--- src/id_pkg.sv ---
// Shared types and encodings of the RV32I instruction decode stage
// Opcodes, ALU operations, operand selectors and the ID/EX state
package id_pkg;

  ////////////////////
  // Widths
  ////////////////////

  // Data word, address or PC
  typedef logic [31:0] xlen_t;
  // Raw instruction word
  typedef logic [31:0] instr_t;
  // Register file index
  typedef logic [4:0]  reg_addr_t;

  // Link address increment, no compressed instructions
  localparam xlen_t instr_incr = 32'd4;

  ////////////////////
  // Opcodes
  ////////////////////

  typedef enum logic [6:0] {
    OPC_LUI    = 7'h37,
    OPC_AUIPC  = 7'h17,
    OPC_JAL    = 7'h6f,
    OPC_BRANCH = 7'h63,
    OPC_LOAD   = 7'h03,
    OPC_STORE  = 7'h23,
    OPC_OP_IMM = 7'h13,
    OPC_OP     = 7'h33
  } opcode_e;

  ////////////////////
  // ALU control
  ////////////////////

  typedef enum logic [4:0] {
    // Arithmetic and logic
    ALU_ADD, ALU_SUB, ALU_XOR, ALU_OR, ALU_AND,
    ALU_SLL, ALU_SRL, ALU_SRA, ALU_SLT, ALU_SLTU,
    // Branch comparisons
    ALU_EQ, ALU_NE, ALU_LT, ALU_GE, ALU_LTU, ALU_GEU
  } alu_op_e;

  typedef enum logic {
    OP_A_REG_A,
    OP_A_CURRPC
  } op_a_sel_e;

  typedef enum logic {
    OP_B_REG_B,
    OP_B_IMM
  } op_b_sel_e;

  // Immediate kind driven onto operand B
  typedef enum logic [2:0] {
    IMM_B_I,
    IMM_B_S,
    IMM_B_B,
    IMM_B_U,
    IMM_B_J,
    IMM_B_INCR_PC
  } imm_b_sel_e;

  // Memory access width of loads and stores
  typedef enum logic [1:0] {
    LSU_WORD = 2'b00,
    LSU_HALF = 2'b01,
    LSU_BYTE = 2'b10
  } lsu_type_e;

  // ID/EX state
  typedef enum logic {
    FIRST_CYCLE,
    MULTI_CYCLE
  } id_fsm_e;

endpackage

--- src/id_decoder.sv ---
// RV32I instruction decoder
// Turns the instruction word into ALU, operand, register and memory controls
`timescale 1ns/100ps

module id_decoder #(
  parameter bit rv32e = 1'b0
) (
  input  id_pkg::instr_t     instr_rdata_i,
  input  logic               instr_first_cycle_i,

  output logic               illegal_insn_o,

  // Register file
  output id_pkg::reg_addr_t  rf_raddr_a_o,
  output id_pkg::reg_addr_t  rf_raddr_b_o,
  output id_pkg::reg_addr_t  rf_waddr_o,
  output logic               rf_ren_a_o,
  output logic               rf_ren_b_o,
  output logic               rf_we_o,

  // ALU
  output id_pkg::alu_op_e    alu_operator_o,
  output id_pkg::op_a_sel_e  alu_op_a_sel_o,
  output id_pkg::op_b_sel_e  alu_op_b_sel_o,
  output id_pkg::imm_b_sel_e imm_b_sel_o,

  // Load/store unit
  output logic               lsu_req_o,
  output logic               lsu_we_o,
  output id_pkg::lsu_type_e  lsu_type_o,
  output logic               lsu_sign_ext_o,

  // Control flow
  output logic               branch_in_dec_o,
  output logic               jump_in_dec_o
);

  import id_pkg::*;

  opcode_e    opcode;
  logic [2:0] funct3;
  logic [6:0] funct7;
  logic       illegal_dec;
  logic       illegal_reg;
  logic       lui_insn;

  assign opcode = opcode_e'(instr_rdata_i[6:0]);
  assign funct3 = instr_rdata_i[14:12];
  assign funct7 = instr_rdata_i[31:25];

  ////////////////////
  // Register fields
  ////////////////////

  // LUI reads x0 so operand A is zero
  assign rf_raddr_a_o = lui_insn ? '0 : instr_rdata_i[19:15];
  assign rf_raddr_b_o = instr_rdata_i[24:20];
  assign rf_waddr_o   = instr_rdata_i[11:7];

  // Unsigned loads have funct3[2] set
  assign lsu_sign_ext_o = ~funct3[2];

  // funct3[1:0] counts up from byte to word
  always_comb begin
    case (funct3[1:0])
      2'b00:   lsu_type_o = LSU_BYTE;
      2'b01:   lsu_type_o = LSU_HALF;
      default: lsu_type_o = LSU_WORD;
    endcase
  end

  ////////////////////
  // Main decode
  ////////////////////

  always_comb begin
    illegal_dec     = 1'b0;
    lui_insn        = 1'b0;
    rf_ren_a_o      = 1'b0;
    rf_ren_b_o      = 1'b0;
    rf_we_o         = 1'b0;
    alu_operator_o  = ALU_ADD;
    alu_op_a_sel_o  = OP_A_REG_A;
    alu_op_b_sel_o  = OP_B_IMM;
    imm_b_sel_o     = IMM_B_I;
    lsu_req_o       = 1'b0;
    lsu_we_o        = 1'b0;
    branch_in_dec_o = 1'b0;
    jump_in_dec_o   = 1'b0;

    unique case (opcode)
      OPC_LUI: begin
        lui_insn    = 1'b1;
        rf_ren_a_o  = 1'b1;
        rf_we_o     = 1'b1;
        imm_b_sel_o = IMM_B_U;
      end

      OPC_AUIPC: begin
        rf_we_o        = 1'b1;
        alu_op_a_sel_o = OP_A_CURRPC;
        imm_b_sel_o    = IMM_B_U;
      end

      OPC_JAL: begin
        jump_in_dec_o  = 1'b1;
        rf_we_o        = 1'b1;
        alu_op_a_sel_o = OP_A_CURRPC;
        // Jump target first, link address PC + 4 afterwards
        imm_b_sel_o    = instr_first_cycle_i ? IMM_B_J : IMM_B_INCR_PC;
      end

      OPC_BRANCH: begin
        branch_in_dec_o = 1'b1;
        if (instr_first_cycle_i) begin
          // Compare rs1 against rs2
          rf_ren_a_o     = 1'b1;
          rf_ren_b_o     = 1'b1;
          alu_op_b_sel_o = OP_B_REG_B;
        end else begin
          // Taken, so compute target PC + imm
          alu_op_a_sel_o = OP_A_CURRPC;
          imm_b_sel_o    = IMM_B_B;
        end
        unique case (funct3)
          3'b000:  alu_operator_o = instr_first_cycle_i ? ALU_EQ  : ALU_ADD;
          3'b001:  alu_operator_o = instr_first_cycle_i ? ALU_NE  : ALU_ADD;
          3'b100:  alu_operator_o = instr_first_cycle_i ? ALU_LT  : ALU_ADD;
          3'b101:  alu_operator_o = instr_first_cycle_i ? ALU_GE  : ALU_ADD;
          3'b110:  alu_operator_o = instr_first_cycle_i ? ALU_LTU : ALU_ADD;
          3'b111:  alu_operator_o = instr_first_cycle_i ? ALU_GEU : ALU_ADD;
          default: illegal_dec    = 1'b1;
        endcase
      end

      OPC_LOAD: begin
        rf_ren_a_o = 1'b1;
        rf_we_o    = 1'b1;
        lsu_req_o  = 1'b1;
        // LB LH LW LBU LHU only
        if (funct3 == 3'b011 || funct3[2:1] == 2'b11) begin
          illegal_dec = 1'b1;
        end
      end

      OPC_STORE: begin
        rf_ren_a_o  = 1'b1;
        rf_ren_b_o  = 1'b1;
        lsu_req_o   = 1'b1;
        lsu_we_o    = 1'b1;
        imm_b_sel_o = IMM_B_S;
        if (funct3[2] || funct3 == 3'b011) begin
          illegal_dec = 1'b1;
        end
      end

      OPC_OP_IMM: begin
        rf_ren_a_o = 1'b1;
        rf_we_o    = 1'b1;
        unique case (funct3)
          3'b000: alu_operator_o = ALU_ADD;
          3'b010: alu_operator_o = ALU_SLT;
          3'b011: alu_operator_o = ALU_SLTU;
          3'b100: alu_operator_o = ALU_XOR;
          3'b110: alu_operator_o = ALU_OR;
          3'b111: alu_operator_o = ALU_AND;
          3'b001: begin
            alu_operator_o = ALU_SLL;
            illegal_dec    = (funct7 != 7'b000_0000);
          end
          default: begin
            // SRLI or SRAI, funct7 bit 5 picks arithmetic
            alu_operator_o = funct7[5] ? ALU_SRA : ALU_SRL;
            illegal_dec    = ({funct7[6], funct7[4:0]} != 6'b0);
          end
        endcase
      end

      OPC_OP: begin
        rf_ren_a_o     = 1'b1;
        rf_ren_b_o     = 1'b1;
        rf_we_o        = 1'b1;
        alu_op_b_sel_o = OP_B_REG_B;
        unique case ({funct7, funct3})
          10'b0000000_000: alu_operator_o = ALU_ADD;
          10'b0100000_000: alu_operator_o = ALU_SUB;
          10'b0000000_001: alu_operator_o = ALU_SLL;
          10'b0000000_010: alu_operator_o = ALU_SLT;
          10'b0000000_011: alu_operator_o = ALU_SLTU;
          10'b0000000_100: alu_operator_o = ALU_XOR;
          10'b0000000_101: alu_operator_o = ALU_SRL;
          10'b0100000_101: alu_operator_o = ALU_SRA;
          10'b0000000_110: alu_operator_o = ALU_OR;
          10'b0000000_111: alu_operator_o = ALU_AND;
          default:         illegal_dec    = 1'b1;
        endcase
      end

      default: begin
        illegal_dec = 1'b1;
      end
    endcase
  end

  // RV32E has only x0 to x15
  assign illegal_reg = rv32e & ((rf_ren_a_o & rf_raddr_a_o[4]) |
                                (rf_ren_b_o & rf_raddr_b_o[4]) |
                                (rf_we_o    & rf_waddr_o[4]));

  assign illegal_insn_o = illegal_dec | illegal_reg;

endmodule

--- src/id_operand_mux.sv ---
// ALU operand selection
// Builds sign-extended immediates and picks operand A, operand B and store data
`timescale 1ns/100ps

module id_operand_mux (
  input  id_pkg::instr_t     instr_rdata_i,
  input  id_pkg::xlen_t      pc_id_i,
  input  id_pkg::xlen_t      rf_rdata_a_i,
  input  id_pkg::xlen_t      rf_rdata_b_i,
  input  id_pkg::op_a_sel_e  alu_op_a_sel_i,
  input  id_pkg::op_b_sel_e  alu_op_b_sel_i,
  input  id_pkg::imm_b_sel_e imm_b_sel_i,

  output id_pkg::xlen_t      alu_operand_a_o,
  output id_pkg::xlen_t      alu_operand_b_o,
  output id_pkg::xlen_t      lsu_wdata_o
);

  import id_pkg::*;

  xlen_t imm_i_type;
  xlen_t imm_s_type;
  xlen_t imm_b_type;
  xlen_t imm_u_type;
  xlen_t imm_j_type;
  xlen_t imm_b;

  ////////////////////
  // Immediates
  ////////////////////

  // Bit 31 of the instruction is the sign of every format
  assign imm_i_type = {{20{instr_rdata_i[31]}}, instr_rdata_i[31:20]};
  assign imm_s_type = {{20{instr_rdata_i[31]}}, instr_rdata_i[31:25], instr_rdata_i[11:7]};
  assign imm_b_type = {{19{instr_rdata_i[31]}}, instr_rdata_i[31], instr_rdata_i[7],
                       instr_rdata_i[30:25], instr_rdata_i[11:8], 1'b0};
  assign imm_u_type = {instr_rdata_i[31:12], 12'b0};
  assign imm_j_type = {{12{instr_rdata_i[31]}}, instr_rdata_i[19:12], instr_rdata_i[20],
                       instr_rdata_i[30:21], 1'b0};

  always_comb begin
    unique case (imm_b_sel_i)
      IMM_B_I:       imm_b = imm_i_type;
      IMM_B_S:       imm_b = imm_s_type;
      IMM_B_B:       imm_b = imm_b_type;
      IMM_B_U:       imm_b = imm_u_type;
      IMM_B_J:       imm_b = imm_j_type;
      IMM_B_INCR_PC: imm_b = instr_incr;
      default:       imm_b = instr_incr;
    endcase
  end

  ////////////////////
  // Operands
  ////////////////////

  assign alu_operand_a_o = (alu_op_a_sel_i == OP_A_CURRPC) ? pc_id_i : rf_rdata_a_i;
  assign alu_operand_b_o = (alu_op_b_sel_i == OP_B_IMM)    ? imm_b   : rf_rdata_b_i;

  // No forwarding, store data comes straight from the register file
  assign lsu_wdata_o = rf_rdata_b_i;

endmodule

--- src/id_ex_fsm.sv ---
// ID/EX state machine
// Stalls loads, stores, jumps and taken branches and signals instruction done
`timescale 1ns/100ps

module id_ex_fsm (
  input  logic clk_i,
  input  logic rst_ni,

  input  logic instr_valid_i,
  input  logic illegal_insn_i,
  input  logic lsu_req_dec_i,
  input  logic branch_in_dec_i,
  input  logic jump_in_dec_i,
  input  logic branch_decision_i,
  input  logic lsu_resp_valid_i,

  output logic instr_first_cycle_o,
  output logic instr_executing_o,
  output logic instr_done_o,
  output logic pc_set_o,
  output logic perf_branch_o
);

  import id_pkg::*;

  id_fsm_e id_fsm_q, id_fsm_d;

  logic stall_mem;
  logic stall_branch;
  logic stall_jump;
  logic stall_id;
  logic multicycle_done;
  logic branch_set_d, branch_set_q;
  logic jump_set;
  logic set_done_d, set_done_q;

  // Illegal instructions never execute, they finish at once
  assign instr_executing_o   = instr_valid_i & ~illegal_insn_i;
  assign instr_first_cycle_o = instr_valid_i & (id_fsm_q == FIRST_CYCLE);

  // Only memory accesses wait on an external event
  assign multicycle_done = lsu_req_dec_i ? lsu_resp_valid_i : 1'b1;

  // First cycle of a load/store always stalls, then wait for the response
  assign stall_mem = instr_executing_o & lsu_req_dec_i &
                     (~lsu_resp_valid_i | instr_first_cycle_o);

  ////////////////////
  // State register
  ////////////////////

  always_ff @(posedge clk_i or negedge rst_ni) begin
    if (!rst_ni) begin
      id_fsm_q <= FIRST_CYCLE;
    end else if (instr_executing_o) begin
      id_fsm_q <= id_fsm_d;
    end
  end

  always_comb begin
    id_fsm_d      = id_fsm_q;
    stall_branch  = 1'b0;
    stall_jump    = 1'b0;
    branch_set_d  = 1'b0;
    jump_set      = 1'b0;
    perf_branch_o = 1'b0;

    if (instr_executing_o) begin
      unique case (id_fsm_q)
        FIRST_CYCLE: begin
          if (lsu_req_dec_i) begin
            id_fsm_d = MULTI_CYCLE;
          end else if (branch_in_dec_i) begin
            // Taken branch needs a second cycle for the target
            id_fsm_d      = branch_decision_i ? MULTI_CYCLE : FIRST_CYCLE;
            stall_branch  = branch_decision_i;
            branch_set_d  = branch_decision_i;
            perf_branch_o = 1'b1;
          end else if (jump_in_dec_i) begin
            // Redirect now, write the link address next cycle
            id_fsm_d   = MULTI_CYCLE;
            stall_jump = 1'b1;
            jump_set   = 1'b1;
          end
        end

        MULTI_CYCLE: begin
          // Branches and jumps finish here at once, memory waits in stall_mem
          if (multicycle_done) begin
            id_fsm_d = FIRST_CYCLE;
          end
        end

        default: begin
          id_fsm_d = FIRST_CYCLE;
        end
      endcase
    end
  end

  assign stall_id     = stall_mem | stall_branch | stall_jump;
  assign instr_done_o = instr_valid_i & ~stall_id;

  ////////////////////
  // PC set
  ////////////////////

  // Branch decision is used one cycle later when the target is on the ALU
  always_ff @(posedge clk_i or negedge rst_ni) begin
    if (!rst_ni) begin
      branch_set_q <= 1'b0;
    end else begin
      branch_set_q <= branch_set_d;
    end
  end

  // Remember a redirect until the instruction leaves ID
  assign set_done_d = (branch_set_q | jump_set | set_done_q) & ~instr_done_o;

  always_ff @(posedge clk_i or negedge rst_ni) begin
    if (!rst_ni) begin
      set_done_q <= 1'b0;
    end else begin
      set_done_q <= set_done_d;
    end
  end

  assign pc_set_o = instr_executing_o & (branch_set_q | jump_set) & ~set_done_q;

endmodule

--- src/id_stage.sv ---
// Instruction decode stage of a small in-order RV32I core
// Decodes, selects operands and sequences multi-cycle instructions
`timescale 1ns/100ps

module id_stage #(
  parameter bit rv32e = 1'b0
) (
  input  logic               clk_i,
  input  logic               rst_ni,

  // From IF
  input  logic               instr_valid_i,
  input  id_pkg::instr_t     instr_rdata_i,
  input  id_pkg::xlen_t      pc_id_i,
  output logic               id_in_ready_o,
  output logic               illegal_insn_o,

  // From EX and LSU
  input  logic               branch_decision_i,
  input  logic               lsu_resp_valid_i,

  // Register file reads
  output id_pkg::reg_addr_t  rf_raddr_a_o,
  output id_pkg::reg_addr_t  rf_raddr_b_o,
  input  id_pkg::xlen_t      rf_rdata_a_i,
  input  id_pkg::xlen_t      rf_rdata_b_i,
  output logic               rf_ren_a_o,
  output logic               rf_ren_b_o,

  // Register file write
  output id_pkg::reg_addr_t  rf_waddr_o,
  output logic               rf_we_o,

  // ALU
  output id_pkg::alu_op_e    alu_operator_o,
  output id_pkg::xlen_t      alu_operand_a_o,
  output id_pkg::xlen_t      alu_operand_b_o,

  // Load/store unit
  output logic               lsu_req_o,
  output logic               lsu_we_o,
  output id_pkg::lsu_type_e  lsu_type_o,
  output logic               lsu_sign_ext_o,
  output id_pkg::xlen_t      lsu_wdata_o,

  // To IF
  output logic               pc_set_o,
  output logic               instr_done_o,
  output logic               perf_branch_o
);

  import id_pkg::*;

  logic       illegal_dec;
  logic       rf_ren_a_dec, rf_ren_b_dec, rf_we_dec;
  logic       lsu_req_dec;
  logic       branch_in_dec, jump_in_dec;
  logic       instr_first_cycle;
  logic       instr_executing;
  op_a_sel_e  alu_op_a_sel;
  op_b_sel_e  alu_op_b_sel;
  imm_b_sel_e imm_b_sel;

  ////////////////////
  // Decoder
  ////////////////////

  id_decoder #(
    .rv32e (rv32e)
  ) decoder_i (
    .instr_rdata_i       (instr_rdata_i),
    .instr_first_cycle_i (instr_first_cycle),
    .illegal_insn_o      (illegal_dec),
    .rf_raddr_a_o        (rf_raddr_a_o),
    .rf_raddr_b_o        (rf_raddr_b_o),
    .rf_waddr_o          (rf_waddr_o),
    .rf_ren_a_o          (rf_ren_a_dec),
    .rf_ren_b_o          (rf_ren_b_dec),
    .rf_we_o             (rf_we_dec),
    .alu_operator_o      (alu_operator_o),
    .alu_op_a_sel_o      (alu_op_a_sel),
    .alu_op_b_sel_o      (alu_op_b_sel),
    .imm_b_sel_o         (imm_b_sel),
    .lsu_req_o           (lsu_req_dec),
    .lsu_we_o            (lsu_we_o),
    .lsu_type_o          (lsu_type_o),
    .lsu_sign_ext_o      (lsu_sign_ext_o),
    .branch_in_dec_o     (branch_in_dec),
    .jump_in_dec_o       (jump_in_dec)
  );

  ////////////////////
  // Operands
  ////////////////////

  id_operand_mux operand_mux_i (
    .instr_rdata_i   (instr_rdata_i),
    .pc_id_i         (pc_id_i),
    .rf_rdata_a_i    (rf_rdata_a_i),
    .rf_rdata_b_i    (rf_rdata_b_i),
    .alu_op_a_sel_i  (alu_op_a_sel),
    .alu_op_b_sel_i  (alu_op_b_sel),
    .imm_b_sel_i     (imm_b_sel),
    .alu_operand_a_o (alu_operand_a_o),
    .alu_operand_b_o (alu_operand_b_o),
    .lsu_wdata_o     (lsu_wdata_o)
  );

  ////////////////////
  // ID/EX FSM
  ////////////////////

  id_ex_fsm ex_fsm_i (
    .clk_i               (clk_i),
    .rst_ni              (rst_ni),
    .instr_valid_i       (instr_valid_i),
    .illegal_insn_i      (illegal_insn_o),
    .lsu_req_dec_i       (lsu_req_dec),
    .branch_in_dec_i     (branch_in_dec),
    .jump_in_dec_i       (jump_in_dec),
    .branch_decision_i   (branch_decision_i),
    .lsu_resp_valid_i    (lsu_resp_valid_i),
    .instr_first_cycle_o (instr_first_cycle),
    .instr_executing_o   (instr_executing),
    .instr_done_o        (instr_done_o),
    .pc_set_o            (pc_set_o),
    .perf_branch_o       (perf_branch_o)
  );

  ////////////////////
  // Output gating
  ////////////////////

  assign illegal_insn_o = instr_valid_i & illegal_dec;

  // Reads only for valid, legal instructions
  assign rf_ren_a_o = instr_valid_i & ~illegal_insn_o & rf_ren_a_dec;
  assign rf_ren_b_o = instr_valid_i & ~illegal_insn_o & rf_ren_b_dec;

  // One request per load/store, issued in its first cycle
  assign lsu_req_o = instr_executing & instr_first_cycle & lsu_req_dec;

  // Write back when the result is final
  assign rf_we_o = rf_we_dec & instr_done_o & ~illegal_insn_o;

  // Accept the next instruction when this one completes or ID is empty
  assign id_in_ready_o = instr_done_o | ~instr_valid_i;

endmodule

--- config.mk ---
export PLATFORM = sky130hd
export DESIGN_NAME = id_stage
export DESIGN_NICKNAME = d
export VERILOG_FILES = /design/src/id_pkg.sv /design/src/id_decoder.sv /design/src/id_operand_mux.sv /design/src/id_ex_fsm.sv /design/src/id_stage.sv
export SDC_FILE = /design/constraint.sdc
export NUM_CORES = 1
export LEC_CHECK = 0
export BUFFER_PORTS_ARGS = -buffer_cell sky130_fd_sc_hd__buf_2
export CORE_AREA = 5 5 99 101
export CTS_BUF_LIST = sky130_fd_sc_hd__clkbuf_4
export CTS_CLUSTER_DIAMETER = 150
export DETAILED_ROUTE_END_ITERATION = 7
export DIE_AREA = 0 0 104 106
export PLACE_DENSITY = 0.64
export RECOVER_POWER = 25
export REMOVE_ABC_BUFFERS = 1
export SLEW_MARGIN = 20
export SYNTH_ARGS = -nofsm -noshare
export SYNTH_HDL_FRONTEND = slang
export SYNTH_SLANG_ARGS = --single-unit
--- constraint.sdc ---
create_clock -name clk_i -period 6 [get_ports clk_i]
set_clock_uncertainty 0.05 [all_clocks]
set_input_delay 1.2 -clock clk_i [delete_from_list [all_inputs] [get_ports clk_i]]
set_output_delay 1.2 -clock clk_i [all_outputs]
set_load 0.1 [all_outputs]
==> impl_metrics.prom, run 1 <==
# TYPE chip_impl_metric gauge
chip_impl_info{name="run_status",value="complete, no violations"} 1
chip_impl_info{name="synthFlopType",value="dfrtp_1"} 1
chip_impl_metric{name="drt-vias-per-instance",unit=""} 4.86
chip_impl_metric{name="grt_pass1_wl",unit="um"} 15800
chip_impl_metric{name="dieWidth",unit="um"} 104
chip_impl_metric{name="areaGrowthSynthToFinish",unit="%"} 40.1
chip_impl_metric{name="final.setup.worst_slack",unit="ps"} 1110
chip_impl_metric{name="cts_max_path_buffers",unit=""} 2
chip_impl_metric{name="drive_gt1_share",unit="%"} 55.3
chip_impl_metric{name="report.power.total",unit="uW"} 591
chip_impl_metric{name="ys_seq_area_share",unit="%"} 3.19
chip_impl_metric{name="cts_buffers",unit=""} 3
chip_impl_metric{name="gr-usage-all-layers",unit="%"} 16.9
chip_impl_metric{name="route.met3.wl",unit="um"} 972
chip_impl_info{name="start_kind",value="primary input"} 1
chip_impl_metric{name="fmaxAchievable",unit="GHz"} 0.204
chip_impl_metric{name="detailed_placer_s_ending_hpwl",unit="um"} 9010
chip_impl_metric{name="slew_headroom",unit="%"} 20.7
chip_impl_metric{name="detailroute.wirelength.met2",unit="um"} 5040
chip_impl_info{name="cts-root-buf",value="clkbuf_4"} 1
chip_impl_info{name="highest_routed_layer",value="met3"} 1
chip_impl_metric{name="drc",unit=""} 0
chip_impl_metric{name="fin_crit",unit="ps"} 4890
chip_impl_info{name="endpoint_kind",value="output pin"} 1
chip_impl_metric{name="vias_in_the_first_global_route",unit=""} 2869
chip_impl_metric{name="sink_count",unit=""} 3
chip_impl_metric{name="power.density",unit="mW/mm2"} 179
chip_impl_metric{name="final_min_period_over_clock_period",unit="%"} 81.5
chip_impl_metric{name="insertion_delay",unit="ps"} 240
chip_impl_metric{name="synth_enable_flop_cells",unit=""} 0
chip_impl_metric{name="post_cts_buffers",unit=""} 0
chip_impl_metric{name="async_flop_share",unit="%"} 100
chip_impl_info{name="hold_class",value="flip-flop to flip-flop"} 1
chip_impl_metric{name="yosys.cell_types.count",unit=""} 63
chip_impl_metric{name="cells_on_worst_hold_path",unit=""} 2
chip_impl_metric{name="die_height",unit="um"} 106
chip_impl_metric{name="vdd_ir_drop_max",unit="mV"} 0.108
chip_impl_metric{name="setup_viol",unit=""} 0
chip_impl_metric{name="netlist_area",unit="mm2"} 0.00235
chip_impl_metric{name="worstRegToRegCells",unit=""} 3
chip_impl_metric{name="synth.ff_latch_count",unit=""} 3
chip_impl_metric{name="clk_transition_reported_paths",unit="ps"} 40
chip_impl_metric{name="detail-route-antenna-nets",unit=""} 0
chip_impl_metric{name="arrival",unit="ps"} 3640
chip_impl_metric{name="drt-pass1-iter-count",unit=""} 4
chip_impl_metric{name="placement.setup.worst_slack",unit="ps"} 1130
chip_impl_metric{name="cts_repair_resize_count",unit=""} 0
chip_impl_metric{name="timing_max_transition_violations_final",unit=""} 0
chip_impl_metric{name="numPortBuffers",unit=""} 260
chip_impl_metric{name="routabilityCongestion",unit=""} 0.884
chip_impl_metric{name="num-nets-final",unit=""} 637
chip_impl_metric{name="fp.coreArea",unit="mm2"} 0.00893
chip_impl_metric{name="holdBufCountCts",unit=""} 0
chip_impl_info{name="unrepaired_setup_endpoints_after_global_routing",value="no"} 1
chip_impl_metric{name="maxCapViolCount",unit=""} 0
chip_impl_metric{name="n_antenna_cell",unit=""} 0
chip_impl_metric{name="final_hold_viol_count",unit=""} 0
chip_impl_info{name="clock_tree_from_tritoncts",value="done"} 1
chip_impl_metric{name="io-pin-count",unit=""} 262
chip_impl_info{name="timing_worst_setup_path_type",value="primary input to output pin"} 1
chip_impl_metric{name="post_synth_inst_count",unit=""} 304
chip_impl_metric{name="nFillCells",unit=""} 983
chip_impl_metric{name="htree_levels",unit=""} 1
chip_impl_metric{name="pin_count_of_the_biggest_net_entering_global_routing",unit=""} 54
chip_impl_metric{name="worstPathRequired",unit="ps"} 4750
chip_impl_metric{name="critical_path_peak_fanout",unit=""} 32
chip_impl_metric{name="gr-total-overflow",unit=""} 0
chip_impl_metric{name="yosys_warnings",unit=""} 0
chip_impl_metric{name="floorplan.rows",unit=""} 35
chip_impl_metric{name="post_drt_wl_per_cell",unit="um"} 17.2
chip_impl_metric{name="via_count",unit=""} 2984
chip_impl_metric{name="route.layer.met1.wl",unit="um"} 4540
chip_impl_metric{name="avg_synthesized_cell_area",unit="um2"} 7.73
chip_impl_metric{name="power_leakage",unit="uW"} 0.00181
chip_impl_metric{name="dieArea",unit="mm2"} 0.0110
chip_impl_metric{name="first_iter_violations",unit=""} 159
chip_impl_metric{name="worstMarginPinSlew",unit="ps"} 1190
chip_impl_metric{name="initial_utilization",unit="%"} 26.3
chip_impl_metric{name="antenna_violations_before_repair",unit=""} 0
chip_impl_metric{name="postRouteWirelength",unit="um"} 10500
## path summary, 6_finish.rpt
kind | start | slack [ps] | end
setup / recovery | instr_valid_i | 1110 | alu_operand_a_o[15]
hold / removal | ex_fsm_i.set_done_q$_DFF_PN0_ | 470 | ex_fsm_i.set_done_q$_DFF_PN0_
setup reg to reg | ex_fsm_i.id_fsm_q$_DFFE_PN0P_ | 4520 | ex_fsm_i.set_done_q$_DFF_PN0_
hold reg to reg | ex_fsm_i.set_done_q$_DFF_PN0_ | 470 | ex_fsm_i.set_done_q$_DFF_PN0_
max in group asynchronous | rst_ni | 5020 | ex_fsm_i.set_done_q$_DFF_PN0_
min in group asynchronous | rst_ni | 720 | ex_fsm_i.id_fsm_q$_DFFE_PN0P_
## synthesized netlist by cell type, types with 3 or more instances
cell | instances | area [um2]
nand3b_1 | 4 | 30.0
inv_1 | 8 | 30.0
nor3b_1 | 4 | 30.0
buf_4 | 49 | 368
nor2b_1 | 6 | 37.5
and2_1 | 8 | 50.1
a22oi_1 | 4 | 30.0
nor2_1 | 21 | 78.8
buf_2 | 5 | 25.0
mux2_4 | 30 | 450
nand2_1 | 29 | 109
a21oi_1 | 15 | 75.1
a22o_1 | 8 | 70.1
a221o_1 | 8 | 80.1
dfrtp_1 | 3 | 75.1
buf_6 | 3 | 33.8
a31oi_1 | 4 | 25.0
o31ai_1 | 12 | 90.1
buf_12 | 3 | 60.1
clkbuf_1 | 7 | 26.3
o21ai_0 | 15 | 75.1
nor3_1 | 3 | 15.0
## final cells by class
type / count / area (um2) / share of cell area (%)
multi-input combinational: 225 / 1740 / 52.7
tap: 111 / 139 / 4.22
inverter: 8 / 30.0 / 0.912
sequential: 3 / 75.1 / 2.28
timing repair buffer: 263 / 1280 / 39.0
clock buffer: 4 / 30.0 / 0.912
## registers in the layout, indices dropped and copies added (netlist names)
signal,cells
ex_fsm_i.id_fsm_q,1
ex_fsm_i.set_done_q,1
ex_fsm_i.branch_set_q,1
## power by group
part | leakage [uW] | internal (uW) | switching, uW
clock | 0.0000184 | 29.5 | 11.9
combinational | 0.00175 | 97.6 | 428
sequential | 0.0000409 | 21.9 | 2.07
total | 0.00181 | 149 | 442
## cells by family (layout without fill, tap and decap cells)
kind of cell / after synthesis / after routing / share of synthesized area [%]
compound gates: 90 / 90 / 28.2
buf+inv: 76 / 275 / 23.3
flops: 3 / 3 / 3.19
fa+ha+maj: 1 / 1 / 0.426
mux: 34 / 34 / 21.0
xor+xnor: 1 / 1 / 0.373
simple gates: 98 / 98 / 23.4
other cells: 1 / 1 / 0.160
## worst max-delay path, cell delays in order
cell	delay, ps
buf_2	170
nor2b_1	600
o21ai_0	280
a22oi_4	190
buf_4	490
mux2_4	260
buf_2	430
## per-layer routing
layer  vias to the layer above  global-route usage [%]
li1                       1481                       -
met1                      1371                    23.0
met2                       132                    27.6
met3                         0                    4.74
met4                         0                    1.57
met5                         -                       0
## layout by cell type, fill, tap and decap left out, types with 3 or more instances in the layout
| cell type | instances |
|---|---|
| nor3b_1 | 4 |
| o21ai_0 | 15 |
| nand2_1 | 29 |
| o31ai_1 | 12 |
| buf_4 | 3 |
| a22oi_1 | 4 |
| a31oi_1 | 4 |
| nor2_1 | 21 |
| a21oi_1 | 15 |
| dfrtp_1 | 3 |
| nor2b_1 | 6 |
| nand3b_1 | 4 |
| mux2_4 | 30 |
| and2_1 | 8 |
| clkbuf_1 | 31 |
| nor3_1 | 3 |
| buf_2 | 229 |
| clkbuf_4 | 4 |
| a221o_1 | 8 |
| a22o_1 | 8 |
| inv_1 | 8 |
## metrics by stage
stage | area [um2] | instances | utilization (%) | hold WS [ps] | TNS (ps)
detailed placement | 3300 | 610 | 37.0 | 471 | 0
global placement | 3300 | 610 | 37.0 | 460 | 0
CTS | 3330 | 614 | 37.3 | 477 | 0
floorplan | 1830 | 236 | - | 445 | -701
global route | 3290 | 614 | 36.9 | 520 | 0
finish | 3290 | 614 | 36.9 | 474 | 0
No activity file was read; power rests on OpenSTA's default activity.
==> run 2: changes to the inputs <==
Settings changed: CORE_AREA 5 5 99 101 to 5 5 97 99, DIE_AREA 0 0 104 106 to 0 0 102 104, PLACE_DENSITY 0.64 to 0.69.
Clock period 6 ns to 4.1 ns, I/O delays scaled along.
==> impl_metrics.prom, run 2 (synthesis gave the netlist of run 1 again) <==
# TYPE chip_impl_metric gauge
chip_impl_info{name="unrepaired_setup_endpoints_after_global_routing",value="no"} 1
chip_impl_metric{name="placement.setup.worst_slack",unit="ps"} 224
chip_impl_info{name="clock_tree_from_tritoncts",value="done"} 1
chip_impl_metric{name="dieArea",unit="mm2"} 0.0106
chip_impl_metric{name="final_min_period_over_clock_period",unit="%"} 94.7
chip_impl_metric{name="drt-vias-per-instance",unit=""} 5.11
chip_impl_metric{name="critical_path_peak_fanout",unit=""} 53
chip_impl_metric{name="insertion_delay",unit="ps"} 230
chip_impl_metric{name="gr-total-overflow",unit=""} 0
chip_impl_metric{name="dieWidth",unit="um"} 102
chip_impl_metric{name="final_hold_viol_count",unit=""} 0
chip_impl_metric{name="htree_levels",unit=""} 1
chip_impl_metric{name="total_area_of_multi_input_combinational_cells",unit="mm2"} 0.00174
chip_impl_metric{name="power.density",unit="mW/mm2"} 236
chip_impl_metric{name="num-nets-final",unit=""} 645
chip_impl_metric{name="cts_repair_resize_count",unit=""} 0
chip_impl_metric{name="cts_max_path_buffers",unit=""} 2
chip_impl_metric{name="setup_viol",unit=""} 0
chip_impl_metric{name="regToRegSetupSlack",unit="ps"} 2830
chip_impl_info{name="mostFrequentLayoutCell",value="buf_2"} 1
chip_impl_metric{name="io-pin-count",unit=""} 262
chip_impl_metric{name="final-instance-count-excl-fill",unit=""} 619
chip_impl_metric{name="drt-pass1-iter-count",unit=""} 4
chip_impl_metric{name="timing_max_transition_violations_final",unit=""} 0
chip_impl_info{name="start_kind",value="primary input"} 1
chip_impl_metric{name="worstMarginPinSlew",unit="ps"} 1200
chip_impl_metric{name="slew_headroom",unit="%"} 20.6
chip_impl_info{name="critical_path.slowest_cell",value="or4_1"} 1
chip_impl_metric{name="final.setup.worst_slack",unit="ps"} 217
chip_impl_info{name="endpoint_kind",value="output pin"} 1
chip_impl_metric{name="routabilityCongestion",unit=""} 0.878
chip_impl_metric{name="floorplan.rows",unit=""} 34
chip_impl_metric{name="fin_crit",unit="ps"} 3880
chip_impl_metric{name="cts_buffers",unit=""} 3
chip_impl_info{name="hold_class",value="primary input to async pin"} 1
chip_impl_metric{name="areaGrowthSynthToFinish",unit="%"} 76.9
chip_impl_metric{name="critPathMaxStageDelay",unit="ps"} 690
chip_impl_metric{name="worstPathRequired",unit="ps"} 3230
chip_impl_info{name="regToRegEndpoint",value="ex_fsm_i.set_done_q$_DFF_PN0_"} 1
chip_impl_metric{name="postRouteWirelength",unit="um"} 10900
chip_impl_metric{name="detailed_placer_s_ending_hpwl",unit="um"} 9480
chip_impl_metric{name="pin_count_of_the_biggest_net_entering_global_routing",unit=""} 54
chip_impl_metric{name="sequential_cell_area",unit="um2"} 75.1
chip_impl_metric{name="holdBufCountCts",unit=""} 0
chip_impl_metric{name="numPortBuffers",unit=""} 260
chip_impl_metric{name="power_leakage",unit="uW"} 0.00214
chip_impl_metric{name="clk_transition_reported_paths",unit="ps"} 40
chip_impl_metric{name="fp.coreArea",unit="mm2"} 0.00847
chip_impl_info{name="crit_path_frequent_cell",value="buf_2"} 1
chip_impl_metric{name="post-place-cells",unit=""} 615
chip_impl_info{name="layout.cells.most_common_list",value="176 x buf_2, 54 x buf_12, 31 x clkbuf_1, 30 x mux2_4, 29 x nand2_1"} 1
chip_impl_metric{name="final.setup.tns",unit="ps"} 0
chip_impl_metric{name="first_iter_violations",unit=""} 198
chip_impl_info{name="cp_cell_sequence",value="buf_2 -> or2_1 -> or4_1 -> nand2_8 -> nor4_4 -> a221o_1 -> buf_2"} 1
chip_impl_metric{name="fmaxAchievable",unit="GHz"} 0.258
chip_impl_info{name="run_status",value="complete, no violations"} 1
chip_impl_metric{name="grt_pass1_wl",unit="um"} 16100
chip_impl_metric{name="initial_utilization",unit="%"} 27.8
chip_impl_metric{name="detail-route-antenna-nets",unit=""} 0
chip_impl_info{name="timing_worst_setup_path_type",value="primary input to output pin"} 1
chip_impl_metric{name="report.power.total",unit="uW"} 982
chip_impl_metric{name="maxCapViolCount",unit=""} 0
chip_impl_metric{name="vdd_ir_drop_max",unit="mV"} 0.141
chip_impl_metric{name="worstRegToRegCells",unit=""} 3
chip_impl_metric{name="sink_count",unit=""} 3
chip_impl_metric{name="drc",unit=""} 0
chip_impl_metric{name="drive_gt1_share",unit="%"} 56.0
chip_impl_metric{name="n_antenna_cell",unit=""} 0
chip_impl_metric{name="die_height",unit="um"} 104
chip_impl_metric{name="arrival",unit="ps"} 3010
chip_impl_metric{name="gr-usage-all-layers",unit="%"} 18.6
chip_impl_metric{name="vias_in_the_first_global_route",unit=""} 3010
chip_impl_metric{name="post_cts_buffers",unit=""} 0
chip_impl_metric{name="nFillCells",unit=""} 811
chip_impl_metric{name="antenna_violations_before_repair",unit=""} 0
chip_impl_metric{name="via_count",unit=""} 3165
chip_impl_info{name="top_regs",value="ex_fsm_i.branch_set_q x1, ex_fsm_i.id_fsm_q x1, ex_fsm_i.set_done_q x1"} 1
chip_impl_metric{name="post_drt_wl_per_cell",unit="um"} 17.7
chip_impl_info{name="cts-root-buf",value="clkbuf_4"} 1
chip_impl_info{name="rr_startpoint",value="ex_fsm_i.id_fsm_q$_DFFE_PN0P_"} 1
==> run 2: critical path, delay by kind of cell <==
| kind | cells | cell delay, ps |
|---|---|---|
| AO/OA/AOI/OAI | 1 | 280 |
| AND/OR/NAND/NOR | 4 | 1420 |
| buffers and inverters | 2 | 470 |
==> run 2: worst max-delay path by stage <==
stage / from / to / slack (ps) / cells past startpoint
after detailed placement: instr_rdata_i[2] / alu_operand_b_o[16] / 220 / 7
final: instr_rdata_i[2] / alu_operand_b_o[16] / 220 / 7
after global routing: instr_rdata_i[2] / alu_operand_b_o[16] / 80 / 7
after floorplan: instr_rdata_i[2] / alu_operator_o[0] / -1840 / 3
after global placement: instr_rdata_i[2] / alu_operand_b_o[16] / 290 / 7
after CTS: instr_rdata_i[2] / alu_operand_b_o[16] / 230 / 7
==> run 2: power breakdown <==
part	leakage, uW	switching (uW)	internal [uW]
sequential	0.0000409	2.73	32.1
clock	0.0000184	15.4	43.1
combinational	0.00208	646	243
==> run 2: per-layer routing <==
layer | up-vias | routed length (um) | GRT usage (%)
met2 | 183 | 5520 | 33.1
met5 | - | 0 | 0
met1 | 1477 | 4170 | 23.6
met3 | 14 | 1080 | 2.28
li1 | 1491 | - | -
met4 | 0 | 174 | 4.03
==> run 2: final cells by class <==
cell class / count / area share [%]
Tap cell: 108 / 3.25
Multi-Input combinational cell: 225 / 41.7
Timing Repair Buffer: 271 / 51.8
Clock buffer: 4 / 0.722
Inverter: 8 / 0.722
Sequential cell: 3 / 1.81
==> run 2: metrics by stage <==
stage | cell area (um2) | utilization (%) | hold slack, ps
5_1_grt | 4160 | 49.1 | 354
3_5_place_dp | 4170 | 49.2 | 473
4_1_cts | 4200 | 49.6 | 319
3_3_place_gp | 4170 | 49.2 | 458
2_1_floorplan | 1830 | - | 445
6_report | 4160 | 49.1 | 341
